==> config.mk <==
export PLATFORM = sky130hd
export DESIGN_NAME = vec_cache_req_frontend
export DESIGN_NICKNAME = d
export VERILOG_FILES = /design/src/rtl/vector_cache_pkg.sv /design/src/rtl/n_to_2_arb.sv /design/src/rtl/mshr_free_list.sv /design/src/rtl/vec_cache_8to2_req_arbiter.sv /design/src/rtl/vec_cache_req_frontend.sv
export VERILOG_INCLUDE_DIRS = /design/src /design/src/rtl
export SDC_FILE = /design/constraint.sdc
export NUM_CORES = 1
export LEC_CHECK = 0
export ABC_CLOCK_PERIOD_IN_PS = 6300
export BUFFER_PORTS_ARGS = -buffer_cell sky130_fd_sc_hd__buf_2
export CAP_MARGIN = 20
export CORE_AREA = 5 5 201 203
export DETAILED_ROUTE_END_ITERATION = 10
export DIE_AREA = 0 0 206 208
export HOLD_SLACK_MARGIN = 0.02
export REMOVE_ABC_BUFFERS = 1
export SETUP_SLACK_MARGIN = 0.05
export SKIP_CTS_REPAIR_TIMING = 1
export SYNTH_ARGS = -nofsm -noshare
export SYNTH_HDL_FRONTEND = slang
export SYNTH_HIERARCHICAL = 1
export SYNTH_SLANG_ARGS = --single-unit
==> constraint.sdc <==
create_clock -name clk -period 6.3 [get_ports clk]
set_clock_uncertainty 0.15 [all_clocks]
set_input_delay 1.26 -clock clk [delete_from_list [all_inputs] [get_ports clk]]
set_output_delay 1.26 -clock clk [all_outputs]
set_load 0.1 [all_outputs]
==> src/rtl/vector_cache_macros.svh <==
`ifndef VECTOR_CACHE_MACROS_SVH
`define VECTOR_CACHE_MACROS_SVH

// Request ports feeding the front end
`define VC_REQ_NUM    8

// MSHR entries, one per outstanding command
`define VC_ENTRY_NUM  16

`define VC_ADDR_W     32
`define VC_TXNID_W    8
`define VC_OPCODE_W   4
`define VC_DB_ID_W    5  // Data-buffer entry index

`endif

==> src/rtl/vector_cache_pkg.sv <==
`default_nettype none

`include "vector_cache_macros.svh"

package vector_cache_pkg;

    // Fields of a request command
    typedef logic [`VC_ADDR_W-1:0]   cmd_addr_t;
    typedef logic [`VC_TXNID_W-1:0]  cmd_txnid_t;
    typedef logic [`VC_OPCODE_W-1:0] cmd_opcode_t;

    typedef logic [`VC_DB_ID_W-1:0]  db_entry_id_t;  // Points into the data buffer

    // The MSHR entry doubles as the reorder id of the command
    typedef logic [$clog2(`VC_ENTRY_NUM)-1:0] rob_entry_id_t;

endpackage

`default_nettype wire

==> src/rtl/n_to_2_arb.sv <==
`timescale 1ns/1ps
`default_nettype none

module n_to_2_arb #(
    parameter int unsigned N         = 8,
    parameter int unsigned PLD_WIDTH = 32
) (
    input  logic                         clk,
    input  logic                         rst_n,
    input  logic [N-1:0]                 req_vld,
    input  logic [N*PLD_WIDTH-1:0]       req_pld,
    input  logic [1:0]                   slot_en,
    output logic [1:0]                   grant_vld,
    output logic [2*$clog2(N)-1:0]       grant_idx,
    output logic [2*PLD_WIDTH-1:0]       grant_pld,
    input  logic [1:0]                   grant_fire
);

    localparam int unsigned IDX_W = $clog2(N);

    logic [IDX_W-1:0] ptr;           // Requester with top priority this cycle
    logic [IDX_W-1:0] first_idx;
    logic [IDX_W-1:0] second_idx;
    logic             first_found;
    logic             second_found;
    logic [IDX_W-1:0] slot_idx_0;
    logic [IDX_W-1:0] slot_idx_1;

    function automatic logic [IDX_W-1:0] next_idx(input logic [IDX_W-1:0] idx);
        logic [IDX_W-1:0] nxt;
        if (idx == IDX_W'(N - 1)) begin
            nxt = '0;
        end else begin
            nxt = idx + 1'b1;
        end
        return nxt;
    endfunction

    // Walk the requesters in circular order starting at the pointer
    always_comb begin
        int j;
        first_found  = 1'b0;
        second_found = 1'b0;
        first_idx    = '0;
        second_idx   = '0;
        for (int k = 0; k < N; k++) begin
            j = int'(ptr) + k;
            if (j >= N) begin
                j = j - N;
            end
            if (req_vld[j]) begin
                if (!first_found) begin
                    first_found = 1'b1;
                    first_idx   = IDX_W'(j);
                end else if (!second_found) begin
                    second_found = 1'b1;
                    second_idx   = IDX_W'(j);
                end
            end
        end
    end

    // Without slot 0 the first winner moves to slot 1 so it is not starved
    assign slot_idx_0   = first_idx;
    assign slot_idx_1   = slot_en[0] ? second_idx : first_idx;
    assign grant_vld[0] = slot_en[0] && first_found;
    assign grant_vld[1] = slot_en[1] && (slot_en[0] ? second_found : first_found);

    assign grant_idx = {slot_idx_1, slot_idx_0};

    assign grant_pld[0 +: PLD_WIDTH]         = req_pld[slot_idx_0*PLD_WIDTH +: PLD_WIDTH];
    assign grant_pld[PLD_WIDTH +: PLD_WIDTH] = req_pld[slot_idx_1*PLD_WIDTH +: PLD_WIDTH];

    // Slot 0 always holds the higher priority winner when it fires
    always_ff @(posedge clk) begin
        if (!rst_n) begin
            ptr <= '0;
        end else if (grant_fire[0]) begin
            ptr <= next_idx(slot_idx_0);
        end else if (grant_fire[1]) begin
            ptr <= next_idx(slot_idx_1);
        end
    end

    a_distinct_winners: assert property (
        @(posedge clk) disable iff (!rst_n)
        (grant_vld[0] && grant_vld[1]) |-> (slot_idx_0 != slot_idx_1)
    );

    // Downstream may only accept what was actually offered
    a_fire_needs_grant: assert property (
        @(posedge clk) disable iff (!rst_n)
        ((grant_fire & ~grant_vld) == 2'b00)
    );

endmodule

`default_nettype wire

==> src/rtl/mshr_free_list.sv <==
`timescale 1ns/1ps
`default_nettype none

`include "vector_cache_macros.svh"

module mshr_free_list #(
    parameter int unsigned ENTRY_NUM = `VC_ENTRY_NUM
) (
    input  logic                           clk,
    input  logic                           rst_n,
    output logic                           alloc_vld_0,
    output vector_cache_pkg::rob_entry_id_t alloc_idx_0,
    output logic                           alloc_vld_1,
    output vector_cache_pkg::rob_entry_id_t alloc_idx_1,
    input  logic                           alloc_rdy_0,
    input  logic                           alloc_rdy_1,
    input  logic                           release_vld,
    input  vector_cache_pkg::rob_entry_id_t release_idx
);

    import vector_cache_pkg::*;

    logic [ENTRY_NUM-1:0] free_q;       // One bit per entry, set when free
    logic [ENTRY_NUM-1:0] free_rest;
    logic [ENTRY_NUM-1:0] pop_mask;
    logic [ENTRY_NUM-1:0] rel_mask;

    function automatic rob_entry_id_t lowest_set(input logic [ENTRY_NUM-1:0] vec);
        rob_entry_id_t idx;
        idx = '0;
        for (int i = ENTRY_NUM - 1; i >= 0; i--) begin
            if (vec[i]) begin
                idx = rob_entry_id_t'(i);
            end
        end
        return idx;
    endfunction

    function automatic logic [ENTRY_NUM-1:0] onehot(input rob_entry_id_t idx);
        return ENTRY_NUM'(1) << idx;
    endfunction

    // Second search runs on the free set with the first hit removed
    assign alloc_vld_0 = |free_q;
    assign alloc_idx_0 = lowest_set(free_q);
    assign free_rest   = free_q & ~onehot(alloc_idx_0);
    assign alloc_vld_1 = |free_rest;
    assign alloc_idx_1 = lowest_set(free_rest);

    always_comb begin
        pop_mask = '0;
        if (alloc_rdy_0) begin
            pop_mask = pop_mask | onehot(alloc_idx_0);
        end
        if (alloc_rdy_1) begin
            pop_mask = pop_mask | onehot(alloc_idx_1);
        end
    end

    assign rel_mask = release_vld ? onehot(release_idx) : '0;

    // A released entry is always allocated, so it never overlaps a pop
    always_ff @(posedge clk) begin
        if (!rst_n) begin
            free_q <= '1;
        end else begin
            free_q <= (free_q & ~pop_mask) | rel_mask;
        end
    end

    a_release_allocated: assert property (
        @(posedge clk) disable iff (!rst_n)
        release_vld |-> !free_q[release_idx]
    );

    a_pop_offered_0: assert property (
        @(posedge clk) disable iff (!rst_n)
        alloc_rdy_0 |-> alloc_vld_0
    );

    a_pop_offered_1: assert property (
        @(posedge clk) disable iff (!rst_n)
        alloc_rdy_1 |-> alloc_vld_1
    );

endmodule

`default_nettype wire

==> src/rtl/vec_cache_8to2_req_arbiter.sv <==
`timescale 1ns/1ps
`default_nettype none

`include "vector_cache_macros.svh"

module vec_cache_8to2_req_arbiter (
    input  logic                                            clk,
    input  logic                                            rst_n,
    input  logic [`VC_REQ_NUM-1:0]                          req_vld,
    input  vector_cache_pkg::cmd_addr_t    [`VC_REQ_NUM-1:0] req_addr,
    input  vector_cache_pkg::cmd_txnid_t   [`VC_REQ_NUM-1:0] req_txnid,
    input  vector_cache_pkg::cmd_opcode_t  [`VC_REQ_NUM-1:0] req_opcode,
    input  vector_cache_pkg::db_entry_id_t [`VC_REQ_NUM-1:0] req_db_id,
    output logic [`VC_REQ_NUM-1:0]                          req_rdy,
    input  logic                                            alloc_vld_0,
    input  vector_cache_pkg::rob_entry_id_t                 alloc_idx_0,
    input  logic                                            alloc_vld_1,
    input  vector_cache_pkg::rob_entry_id_t                 alloc_idx_1,
    output logic                                            alloc_rdy_0,
    output logic                                            alloc_rdy_1,
    output logic                                            out_grant_vld_0,
    output vector_cache_pkg::cmd_addr_t                     out_addr_0,
    output vector_cache_pkg::cmd_txnid_t                    out_txnid_0,
    output vector_cache_pkg::cmd_opcode_t                   out_opcode_0,
    output vector_cache_pkg::db_entry_id_t                  out_db_id_0,
    output vector_cache_pkg::rob_entry_id_t                 rob_entry_id_0,
    output logic                                            out_grant_vld_1,
    output vector_cache_pkg::cmd_addr_t                     out_addr_1,
    output vector_cache_pkg::cmd_txnid_t                    out_txnid_1,
    output vector_cache_pkg::cmd_opcode_t                   out_opcode_1,
    output vector_cache_pkg::db_entry_id_t                  out_db_id_1,
    output vector_cache_pkg::rob_entry_id_t                 rob_entry_id_1,
    input  logic                                            out_grant_rdy
);

    import vector_cache_pkg::*;

    localparam int unsigned REQ_NUM = `VC_REQ_NUM;
    localparam int unsigned IDX_W   = $clog2(REQ_NUM);
    localparam int unsigned PLD_W   = $bits(cmd_addr_t) + $bits(cmd_txnid_t)
                                    + $bits(cmd_opcode_t) + $bits(db_entry_id_t);

    logic [REQ_NUM*PLD_W-1:0] req_pld;
    logic [1:0]               grant_vld;
    logic [2*IDX_W-1:0]       grant_idx;
    logic [2*PLD_W-1:0]       grant_pld;
    logic [1:0]               grant_fire;
    logic [IDX_W-1:0]         grant_idx_0;
    logic [IDX_W-1:0]         grant_idx_1;

    for (genvar i = 0; i < REQ_NUM; i++) begin : g_pack
        assign req_pld[i*PLD_W +: PLD_W] = {req_addr[i], req_txnid[i], req_opcode[i],
                                            req_db_id[i]};
    end

    n_to_2_arb #(
        .N         (REQ_NUM),
        .PLD_WIDTH (PLD_W)
    ) u_8to2_arb (
        .clk        (clk),
        .rst_n      (rst_n),
        .req_vld    (req_vld),
        .req_pld    (req_pld),
        .slot_en    ({alloc_vld_1, alloc_vld_0}),
        .grant_vld  (grant_vld),
        .grant_idx  (grant_idx),
        .grant_pld  (grant_pld),
        .grant_fire (grant_fire)
    );

    // A slot is offered only when it also has an MSHR entry behind it
    assign out_grant_vld_0 = grant_vld[0] && alloc_vld_0;
    assign out_grant_vld_1 = grant_vld[1] && alloc_vld_1;

    assign {out_addr_0, out_txnid_0, out_opcode_0, out_db_id_0} = grant_pld[0 +: PLD_W];
    assign {out_addr_1, out_txnid_1, out_opcode_1, out_db_id_1} = grant_pld[PLD_W +: PLD_W];
    assign rob_entry_id_0 = alloc_idx_0;
    assign rob_entry_id_1 = alloc_idx_1;

    assign grant_fire[0] = out_grant_vld_0 && out_grant_rdy;
    assign grant_fire[1] = out_grant_vld_1 && out_grant_rdy;
    assign alloc_rdy_0   = grant_fire[0];  // Entry is popped with the command
    assign alloc_rdy_1   = grant_fire[1];

    assign grant_idx_0 = grant_idx[0 +: IDX_W];
    assign grant_idx_1 = grant_idx[IDX_W +: IDX_W];

    for (genvar i = 0; i < REQ_NUM; i++) begin : g_rdy
        assign req_rdy[i] = (grant_fire[0] && (grant_idx_0 == IDX_W'(i)))
                         || (grant_fire[1] && (grant_idx_1 == IDX_W'(i)));
    end

    // Free list and arbiter together must never hand one entry to both slots
    a_distinct_rob_ids: assert property (
        @(posedge clk) disable iff (!rst_n)
        (out_grant_vld_0 && out_grant_vld_1) |-> (rob_entry_id_0 != rob_entry_id_1)
    );

endmodule

`default_nettype wire

==> src/rtl/vec_cache_req_frontend.sv <==
`timescale 1ns/1ps
`default_nettype none

`include "vector_cache_macros.svh"

module vec_cache_req_frontend (
    input  logic                                            clk,
    input  logic                                            rst_n,
    input  logic [`VC_REQ_NUM-1:0]                          req_vld,
    input  vector_cache_pkg::cmd_addr_t    [`VC_REQ_NUM-1:0] req_addr,
    input  vector_cache_pkg::cmd_txnid_t   [`VC_REQ_NUM-1:0] req_txnid,
    input  vector_cache_pkg::cmd_opcode_t  [`VC_REQ_NUM-1:0] req_opcode,
    input  vector_cache_pkg::db_entry_id_t [`VC_REQ_NUM-1:0] req_db_id,
    output logic [`VC_REQ_NUM-1:0]                          req_rdy,
    output logic                                            out_grant_vld_0,
    output vector_cache_pkg::cmd_addr_t                     out_addr_0,
    output vector_cache_pkg::cmd_txnid_t                    out_txnid_0,
    output vector_cache_pkg::cmd_opcode_t                   out_opcode_0,
    output vector_cache_pkg::db_entry_id_t                  out_db_id_0,
    output vector_cache_pkg::rob_entry_id_t                 rob_entry_id_0,
    output logic                                            out_grant_vld_1,
    output vector_cache_pkg::cmd_addr_t                     out_addr_1,
    output vector_cache_pkg::cmd_txnid_t                    out_txnid_1,
    output vector_cache_pkg::cmd_opcode_t                   out_opcode_1,
    output vector_cache_pkg::db_entry_id_t                  out_db_id_1,
    output vector_cache_pkg::rob_entry_id_t                 rob_entry_id_1,
    input  logic                                            out_grant_rdy,
    input  logic                                            release_vld,
    input  vector_cache_pkg::rob_entry_id_t                 release_idx
);

    import vector_cache_pkg::*;

    logic          alloc_vld_0;
    logic          alloc_vld_1;
    rob_entry_id_t alloc_idx_0;
    rob_entry_id_t alloc_idx_1;
    logic          alloc_rdy_0;
    logic          alloc_rdy_1;

    vec_cache_8to2_req_arbiter u_req_arbiter (
        .clk             (clk),
        .rst_n           (rst_n),
        .req_vld         (req_vld),
        .req_addr        (req_addr),
        .req_txnid       (req_txnid),
        .req_opcode      (req_opcode),
        .req_db_id       (req_db_id),
        .req_rdy         (req_rdy),
        .alloc_vld_0     (alloc_vld_0),
        .alloc_idx_0     (alloc_idx_0),
        .alloc_vld_1     (alloc_vld_1),
        .alloc_idx_1     (alloc_idx_1),
        .alloc_rdy_0     (alloc_rdy_0),
        .alloc_rdy_1     (alloc_rdy_1),
        .out_grant_vld_0 (out_grant_vld_0),
        .out_addr_0      (out_addr_0),
        .out_txnid_0     (out_txnid_0),
        .out_opcode_0    (out_opcode_0),
        .out_db_id_0     (out_db_id_0),
        .rob_entry_id_0  (rob_entry_id_0),
        .out_grant_vld_1 (out_grant_vld_1),
        .out_addr_1      (out_addr_1),
        .out_txnid_1     (out_txnid_1),
        .out_opcode_1    (out_opcode_1),
        .out_db_id_1     (out_db_id_1),
        .rob_entry_id_1  (rob_entry_id_1),
        .out_grant_rdy   (out_grant_rdy)
    );

    // Entries retire back here when downstream finishes a transaction
    mshr_free_list #(
        .ENTRY_NUM (`VC_ENTRY_NUM)
    ) u_free_list (
        .clk         (clk),
        .rst_n       (rst_n),
        .alloc_vld_0 (alloc_vld_0),
        .alloc_idx_0 (alloc_idx_0),
        .alloc_vld_1 (alloc_vld_1),
        .alloc_idx_1 (alloc_idx_1),
        .alloc_rdy_0 (alloc_rdy_0),
        .alloc_rdy_1 (alloc_rdy_1),
        .release_vld (release_vld),
        .release_idx (release_idx)
    );

endmodule

`default_nettype wire

### Word-level counts from Yosys, hierarchy flattened

Index checks and enable logic that the tools add are counted.

| storage, ports and cells | value |
|---|---|
| register bits | 19 |
| bits in latches | 0 |
| RAM bits | 0 |
| ROM bits | 0 |
| bits of input ports | 408 |
| output and inout bits | 116 |
| word-level logic and storage cells | 227 |
| memories | 0 |

| cells by class | value |
|---|---|
| $add $sub $neg | 17 |
| $mul | 2 |
| div/mod/pow operators | 0 |
| magnitude comparators | 16 |
| equality and inequality tests | 14 |
| shifts and indexed selects | 5 |
| muxes and demuxes | 130 |
| bitwise gates (word level) | 6 |
| reductions and logical operators | 35 |

Operators by type and width:

| kind | count |
|---|---|
| $shiftx A392 B10 Y49 | 2 |
| $lt A32 B5 Y1 const B | 8 |
| $mux W32 | 8 |
| $mux W4 | 32 |
| $mux W3 | 40 |
| $mux W16 | 3 |
| $shl A1 B4 Y16 const A | 3 |
| $mux W1 | 39 |
| $sub A4 B4 Y5 const B | 7 |
| $and A16 B16 Y16 | 2 |
| $not A16 Y16 | 2 |
| $or A16 B16 Y16 | 2 |
| $reduce_or A16 Y1 | 2 |
| $ge A4 B4 Y1 const B | 7 |
| $bmux W1 S3 | 8 |
| $eq A3 B3 Y1 const B | 8 |
| $logic_and A1 B1 Y1 | 22 |
| $mul A3 B6 Y9 const B | 2 |
| $add A3 B3 Y4 const B | 4 |
| $eq A3 B2 Y1 const B | 4 |
| $add A3 B2 Y4 const B | 2 |
| $logic_or A1 B1 Y1 | 8 |
| $add A3 B1 Y3 const B | 2 |
| $eq A3 B1 Y1 const B | 2 |
| 5 further kinds | 6 |

### Depth between registers and ports, before layout

Gate-level depths: netlist of the first run.

| depth | value |
|---|---|
| depth in word-level cells | 41 |
| gate-level depth with buffers | 22 |

### Modules after synthesis

Netlist of the first run, hierarchy kept.

Modules (own cells, without submodules):

| module | instances | cells an instance | area an instance (um2) |
|---|---|---|---|
| n_to_2_arb | 1 | 1399 | 8632.0 |
| mshr_free_list | 1 | 223 | 1734.2 |
| vec_cache_8to2_req_arbiter | 1 | 31 | 211.5 |

### Worst setup path before layout of the first run

OpenSTA, ideal clock, no wires.

| timing | value |
|---|---|
| path type | input to output |
| from | input port req_vld[0] |
| to | output port out_addr_1[15] |
| arrival time | 6.391 ns |
| setup slack | -1.501 ns |
| stages | 13 |
| path buffers | 3 |
| cell sequence | mux4_1 -> mux2_2 -> buf_6 -> xnor2_1 -> mux2_2 -> or3_1 -> a31o_2 -> a31o_2 -> and4_1 -> clkbuf_1 -> clkbuf_1 -> a22o_1 -> a221oi_1 |

| on the way | value |
|---|---|
| word-level cells in the longest chain between the ends | 27 |

Ends and longest elaborated chain:

| what | RTL line | source |
|---|---|---|
| start: declaration | vec_cache_req_frontend.sv:9 | `` input logic [`VC_REQ_NUM-1:0] req_vld, `` |
| $bmux W1 S3 | n_to_2_arb.sv:51 | `if (req_vld[j]) begin` |
| $mux W1 (implied by the code) (2 in a row) | n_to_2_arb.sv:51 |  |
| $mux W1 | n_to_2_arb.sv:51 |  |
| $mux W3 / $mux W1 (equally long branches) | n_to_2_arb.sv:52 | `if (!first_found) begin` |
| $mux W3 / $mux W1 (equally long branches) | n_to_2_arb.sv:51 |  |
| $mux W3 | n_to_2_arb.sv:55 | `end else if (!second_found) begin` |
| $mux W3 | n_to_2_arb.sv:52 |  |
| $mux W3 | n_to_2_arb.sv:51 |  |
| [... 10 more ...] | - |  |
| $mux W3 | n_to_2_arb.sv:52 |  |
| $mux W3 | n_to_2_arb.sv:51 |  |
| $mux W3 | n_to_2_arb.sv:55 |  |
| $mux W3 | n_to_2_arb.sv:52 |  |
| $mux W3 | n_to_2_arb.sv:51 |  |
| $mux W3 * | n_to_2_arb.sv:65 | `assign slot_idx_1 = slot_en[0] ? second_idx : first_idx;` |
| $mul A3 B6 Y9 * | n_to_2_arb.sv:72 | `assign grant_pld[PLD_WIDTH +: PLD_WIDTH] = req_pld[slot_idx_1*PLD_WIDTH +: PLD_WIDTH];` |
| $shiftx A392 B10 Y49 * | n_to_2_arb.sv:72 |  |
| end: declaration | vec_cache_req_frontend.sv:22 | `output vector_cache_pkg::cmd_addr_t out_addr_1,` |

Mark *: on every way between the ends. The rest lies on a longest branch, timed or not. The select of a mux whose other input is x is not followed.

### Worst setup path after layout of the first run

| timing | value |
|---|---|
| from | input port req_vld[5] |
| to | output port out_txnid_1[0] |

| on the way | value |
|---|---|
| word-level cells in the longest chain between the ends | 27 |

Ends and longest elaborated chain:

| what | RTL line | source |
|---|---|---|
| $bmux W1 S3 | n_to_2_arb.sv:51 |  |
| $mux W1 (implied by the code) (2 in a row) | n_to_2_arb.sv:51 |  |
| $mux W1 | n_to_2_arb.sv:51 |  |
| $mux W3 / $mux W1 (equally long branches) | n_to_2_arb.sv:52 |  |
| $mux W3 / $mux W1 (equally long branches) | n_to_2_arb.sv:51 |  |
| $mux W3 | n_to_2_arb.sv:55 |  |
| $mux W3 | n_to_2_arb.sv:52 |  |
| $mux W3 | n_to_2_arb.sv:51 |  |
| [... 11 more ...] | - |  |
| $mux W3 | n_to_2_arb.sv:51 |  |
| $mux W3 | n_to_2_arb.sv:55 |  |
| $mux W3 | n_to_2_arb.sv:52 |  |
| $mux W3 | n_to_2_arb.sv:51 |  |
| $mux W3 * | n_to_2_arb.sv:65 |  |
| net u_req_arbiter.grant_idx[3] | vec_cache_8to2_req_arbiter.sv:45 | `logic [2*IDX_W-1:0] grant_idx;` |
| $mul A3 B6 Y9 * | n_to_2_arb.sv:72 |  |
| $shiftx A392 B10 Y49 * | n_to_2_arb.sv:72 |  |
| end: declaration | vec_cache_req_frontend.sv:23 | `output vector_cache_pkg::cmd_txnid_t out_txnid_1,` |

Mark *: on every way through the listed nets, which the timed path passes. The rest lies on a longest branch. The select of a mux whose other input is x is not followed.

==> results.txt, run 1 <==
Min-Delay Startpoint: u_free_list/free_q[11]
PortBufs: 523
First-pass GRT wire length: 91.6 mm
Worst Path Max Fanout: 16
Most frequent cells in the layout: nand2_1 (478), buf_2 (415), nand3_1 (262), mux2i_1 (198), buf_4 (194)
Worst hold stages: 2
Commonest non-fill, non-tap cell in the layout: nand2_1
Failing checks: setup timing
Clk_lat worst skew: 0.25 ns
Netlist cell types: 91
Gr usage total: 26.8%
Main flop type after synthesis: dfxtp_1
Setup crit start kind: input port
Crit. End Element: output port
Dpl ws: -0.355 ns
Core area: 38300 µm²
Max-cap violations: 0
Crit share post-route: 101%
CP top delay family: compound AO/OA/AOI/OAI gates
Critical-path cell list: buf_6 -> buf_6 -> mux4_2 -> nand4b_1 -> a311oi_2 -> buf_4 -> a41o_1 -> or2_4 -> buf_6 -> a311o_1 -> o22a_1 -> and3_4 -> nor2_4 -> buf_12 -> buf_16 -> a221oi_4 -> buf_4 -> buf_12
Gate count after technology mapping: 1653
Die ar.: 42800 µm²
Share of flip-flops with an asynchronous set or reset: 0%
DR vias/cell: 5.75
Pre-antenna DRT Iters: 6
Nets: 2707
Yosys reg bits: 19
H-tree Lvls: 1
Worst Slack Setup Final: -0.0488 ns
Vias in the first global route: 15100
Syn_area_per_cell: 6.40 µm²
Post-DP HPWL: 51.5 mm
Clock sink total: 19
Final Hold Viols: 0
FP Rows: 72
Achievable Freq: 0.158 GHz
RR Startpoint: u_req_arbiter/u_8to2_arb/ptr[0]
Routed vias: 16300
Most frequent CP cell: buf_6
Fill count: 3813
Final min period: 6.35 ns
Initial Utilization: 27.6%
CTS tree: done
Die extent in x: 206 µm
CP Class: in -> out
DRC: 0
Number of enable flip-flop cells after synthesis: 0
Slowest stage delay, CP: 0.50 ns
Worst path depth: 18
Outcome: complete, but fails checks
Initial antenna violation count: 34
First-iteration detailed-routing DRC count: 1516
Slew @ Worst Pin: 0.753 ns
Clock slew at reported path FFs: 0.06 ns
Mapped Area: 10600 µm²
Largest net degree at the start of global routing: 95
CTS root buf: clkbuf_16
Fin. max-slew vios: 0
Per-cell routed wire length: 24.0 µm
Worst R2R Setup Slack: 1.59 ns
Area growth, synth to finish: 73.3%
Worst Hold Class: reg -> reg
WHS Endpoint: u_free_list/free_q[11]
Fraction of layout instances using a drive strength above 1: 41.2%
Ports: 524
GPL Wtd Cong: 1.02
CP required: 4.89 ns
R2R depth: 20
RSZ-0062 raised after global routing: true
Slowest stage cell, crit path: mux4_2
CP arrival: 4.94 ns
Buf+Inv Stages, Crit Path: 8
Final setup violation count: 11
Height of the die: 208 µm
RR Endpoint: u_req_arbiter/u_8to2_arb/ptr[2]
Synthesis Warnings: 6
Antenna Nets Post-Route: 0
Total congestion overflow: 0
Rel. slew slack: 49.3%
Seq/Total Area, Yosys: 3.60%
Longest Clk Path Bufs: 2
Final WL: 68.1 mm
Total CTS buffers: 3
sequential cells by signal (all words and copies together) (netlist names):
name,cells
u_req_arbiter/u_8to2_arb/ptr,3
u_free_list/free_q,16
worst register-to-register path, delay by kind of cell, from the launching register on:
family,cells,cell delay [ns]
mux,2,0.51
simple gates,1,0.15
buf+inv,8,1.16
fa+ha+maj,3,0.76
flops,1,0.33
xor+xnor,1,0.50
compound gates,5,1.04
cells by family (layout without fill, tap and decap cells):
group,count (synthesis),after routing,share of synthesized area [%]
AND/OR/NAND/NOR,870,870,37.2
AO/OA/AOI/OAI,340,340,25.6
multiplexers,229,229,23.1
buffers and inverters,173,810,8.30
flip-flops,19,19,3.60
adder cells (fa/ha/maj),11,11,1.24
XOR/XNOR,11,11,0.982
other,0,32,0
through the flow:
step	utilization (%)	hold WS (ns)	area, µm²	setup TNS, ns	cells
6_report	47.9	0.442	18300	-0.286	2840
5_1_grt	47.8	0.495	18300	-4.06	2837
4_1_cts	43.4	0.436	16600	-4.72	2738
3_5_place_dp	43.2	0.429	16600	-4.02	2734
3_3_place_gp	43.2	0.424	16600	-2.14	2734
2_1_floorplan	-	0.363	9760	-1271.60	1495
worst max path at each step:
stage | startpoint | end
detailed placement | req_vld[4] | out_opcode_0[1]
finish | req_vld[5] | out_txnid_1[0]
floorplan | u_req_arbiter/u_8to2_arb/ptr[0] | req_rdy[2]
global placement | req_vld[4] | out_opcode_0[1]
CTS | req_vld[4] | out_opcode_0[1]
global route | req_vld[5] | out_addr_1[19]
per-layer routing:
metal / GRT usage [%] / share of wire, % / vias up
met2: 44.2 / 46 / 1049
met4: 12.1 / 5.4 / 4
met3: 5.68 / 10 / 200
met1: 33.5 / 38 / 7692
li1: - / - / 7399
met5: 0 / 0.040 / -
synth_stat cells (all sizes together), types with 4 or more instances:
cell       n  area, µm²
nand2    479       1800
nand3    262       1310
mux2i    209       2100
o21ai     93        477
clkbuf    80        322
buf       78        500
a22o      51        447
a221oi    50        632
a21oi     28        144
nor2      28        105
dfxtp     19        380
inv       15       56.3
nand2b    13       81.3
mux4      11        252
nand4     11       68.8
o221ai    11       96.3
o31ai     11       87.6
and3      10       66.3
o211ai    10       88.8
o21a      10       75.1
o22ai     10       62.6
a31oi      9       56.3
and2       9       56.3
mux2       9        101
xnor2      9       86.3
ha         8        100
or2        8       50.1
nor2b      7       43.8
nor3       7       35.0
o32ai      7       61.3
nor4       6       67.6
nand3b     5       37.5
or3        5       32.5
or4        5       48.8
nand4b     4       35.0
o2111ai    4       35.0
final cells by class:
type | count | area, µm² | area share, %
flip-flops and latches | 19 | 380 | 2.08
clock buffers | 4 | 78.8 | 0.430
well taps | 518 | 648 | 3.54
multi-input cells | 1461 | 9930 | 54.2
repair buffers | 790 | 7120 | 38.9
inverters | 15 | 73.8 | 0.403
repair inverters | 1 | 8.76 | 0.0478
diodes | 32 | 80.1 | 0.437
Power of run 1 is not shown: default switching activity piles up to over one toggle a cycle in this logic, so the estimate is an artifact.
==> inputs of run 2 (changes only) <==
Settings changed: CAP_MARGIN 20 to not set, CTS_BUF_LIST set to sky130_fd_sc_hd__clkbuf_4 sky130_fd_sc_hd__clkbuf_8.
==> results.txt, run 2 (synthesis results as in run 1) <==
Clock sink total: 19
DRC: 0
Worst Path Max Fanout: 7
Max-cap violations: 0
Longest Clk Path Bufs: 2
Vias in the first global route: 15100
DR vias/cell: 5.73
Slew @ Worst Pin: 0.785 ns
Fraction of layout instances using a drive strength above 1: 41.2%
Total CTS buffers: 3
Fin. max-slew vios: 0
PortBufs: 523
Slowest stage delay, CP: 0.50 ns
Final min period: 6.35 ns
FP Rows: 72
Clock slew at reported path FFs: 0.07 ns
Die extent in x: 206 µm
Setup crit start kind: input port
Critical-path cell list: buf_6 -> buf_6 -> mux4_2 -> nand4b_1 -> a311oi_2 -> buf_4 -> buf_6 -> a211oi_2 -> o32ai_1 -> nand2_1 -> o22ai_4 -> buf_12 -> buf_12 -> buf_6 -> mux2i_1 -> a22o_1 -> a221oi_4 -> buf_12
Max reg flops: 16
CP top delay family: compound AO/OA/AOI/OAI gates
Rel. slew slack: 47.1%
Clk_lat worst skew: 0.26 ns
CTS tree: done
Final WL: 68.2 mm
Core area: 38300 µm²
Most frequent CP cell: buf_6
Outcome: complete, but fails checks
Pre-antenna DRT Iters: 7
Total congestion overflow: 0
Initial antenna violation count: 34
Post-Layout Inst Area: 18300 µm²
Slowest stage cell, crit path: mux4_2
Setup tns final: -0.284 ns
Nets: 2707
Most frequent cells in the layout: nand2_1 (478), buf_2 (415), nand3_1 (262), mux2i_1 (198), buf_4 (194)
Final Hold Viols: 0
Achievable Freq: 0.158 GHz
Area growth, synth to finish: 73.0%
First-pass GRT wire length: 91.5 mm
Ports: 524
Final setup violation count: 10
Final design utilization: 47.8%
Antenna Nets Post-Route: 0
CP arrival: 4.94 ns
First-iteration detailed-routing DRC count: 1541
Largest net degree at the start of global routing: 95
Register bank with the most flops: u_free_list/free_q
Commonest non-fill, non-tap cell in the layout: nand2_1
CP required: 4.89 ns
Die ar.: 42800 µm²
Height of the die: 208 µm
CP Class: in -> out
Initial Utilization: 27.6%
Failing checks: setup timing
Crit. End Element: output port
Area post-placement: 16600 µm²
CTS root buf: clkbuf_8
Gr usage total: 26.9%
Worst hold slack: 0.445 ns
Crit share post-route: 101%
Routed vias: 16300
Buf+Inv Stages, Crit Path: 8
GPL Wtd Cong: 1.02
Worst Slack Setup Final: -0.0472 ns
Worst Hold Class: reg -> reg
RSZ-0062 raised after global routing: true
Largest registers: u_free_list/free_q x16, u_req_arbiter/u_8to2_arb/ptr x3
Per-cell routed wire length: 24.0 µm
H-tree Lvls: 1
Post-DP HPWL: 51.5 mm
[run 2: changes by cell type in the layout (fill, tap and decap cells not counted)]
| cell | previous run | this run |
|---|---|---|
| clkbuf_4 | 0 | 1 |
| diode_2 | 32 | 34 |
| clkbuf_8 | 0 | 3 |
| clkbuf_1 | 1 | 0 |
| clkbuf_16 | 24 | 21 |
[run 2: final timing paths]
path / startpoint / to / slack (ns) / cells after the start
setup / recovery: req_vld[5] / out_addr_1[8] / -0.05 / 18
setup reg to reg: u_req_arbiter/u_8to2_arb/ptr[0] / u_req_arbiter/u_8to2_arb/ptr[2] / 1.60 / 20
hold reg to reg: u_free_list/free_q[11] / u_free_list/free_q[11] / 0.45 / 2
hold / removal: u_free_list/free_q[11] / u_free_list/free_q[11] / 0.45 / 2
[run 2: layout make-up]
| type | count | area (µm²) |
|---|---|---|
| Antenna cell | 34 | 85.1 |
| Clock buffer | 4 | 48.8 |
| Fill cell | 3815 | 20000 |
| Inverter | 15 | 73.8 |
| Multi-Input combinational cell | 1461 | 9930 |
| Sequential cell | 19 | 380 |
| Tap cell | 518 | 648 |
| Timing Repair Buffer | 790 | 7120 |
| Timing Repair inverter | 1 | 8.76 |
[run 2: routing by layer]
layer  global-route usage, %  wire [µm]
met2                    44.2      31700
met4                    12.2       3580
met1                    33.5      26200
met5                       0         27
met3                    5.73       6660
[run 2: worst reg2reg max path: stages (launching register included)]
cell       delay [ns]
dfxtp_1          0.34
buf_4            0.18
inv_1            0.07
ha_1             0.28
xnor2_1          0.51
mux2_4           0.37
a311oi_2         0.32
buf_4            0.21
buf_6            0.11
a21oi_2          0.08
a2111oi_4        0.42
o22ai_4          0.15
buf_6            0.15
clkbuf_16        0.16
buf_8            0.14
buf_4            0.13
ha_1             0.19
ha_1             0.28
mux2i_1          0.13
o21ai_0          0.08
and2_1           0.15
[run 2: stage by stage]
step | cells | setup WS [ns]
3_5_place_dp | 2734 | -0.355
5_1_grt | 2837 | -0.162
2_1_floorplan | 1495 | -17.36
3_3_place_gp | 2734 | -0.307
6_report | 2842 | -0.0472
4_1_cts | 2738 | -0.373
Power of run 2 is left out for the same reason.
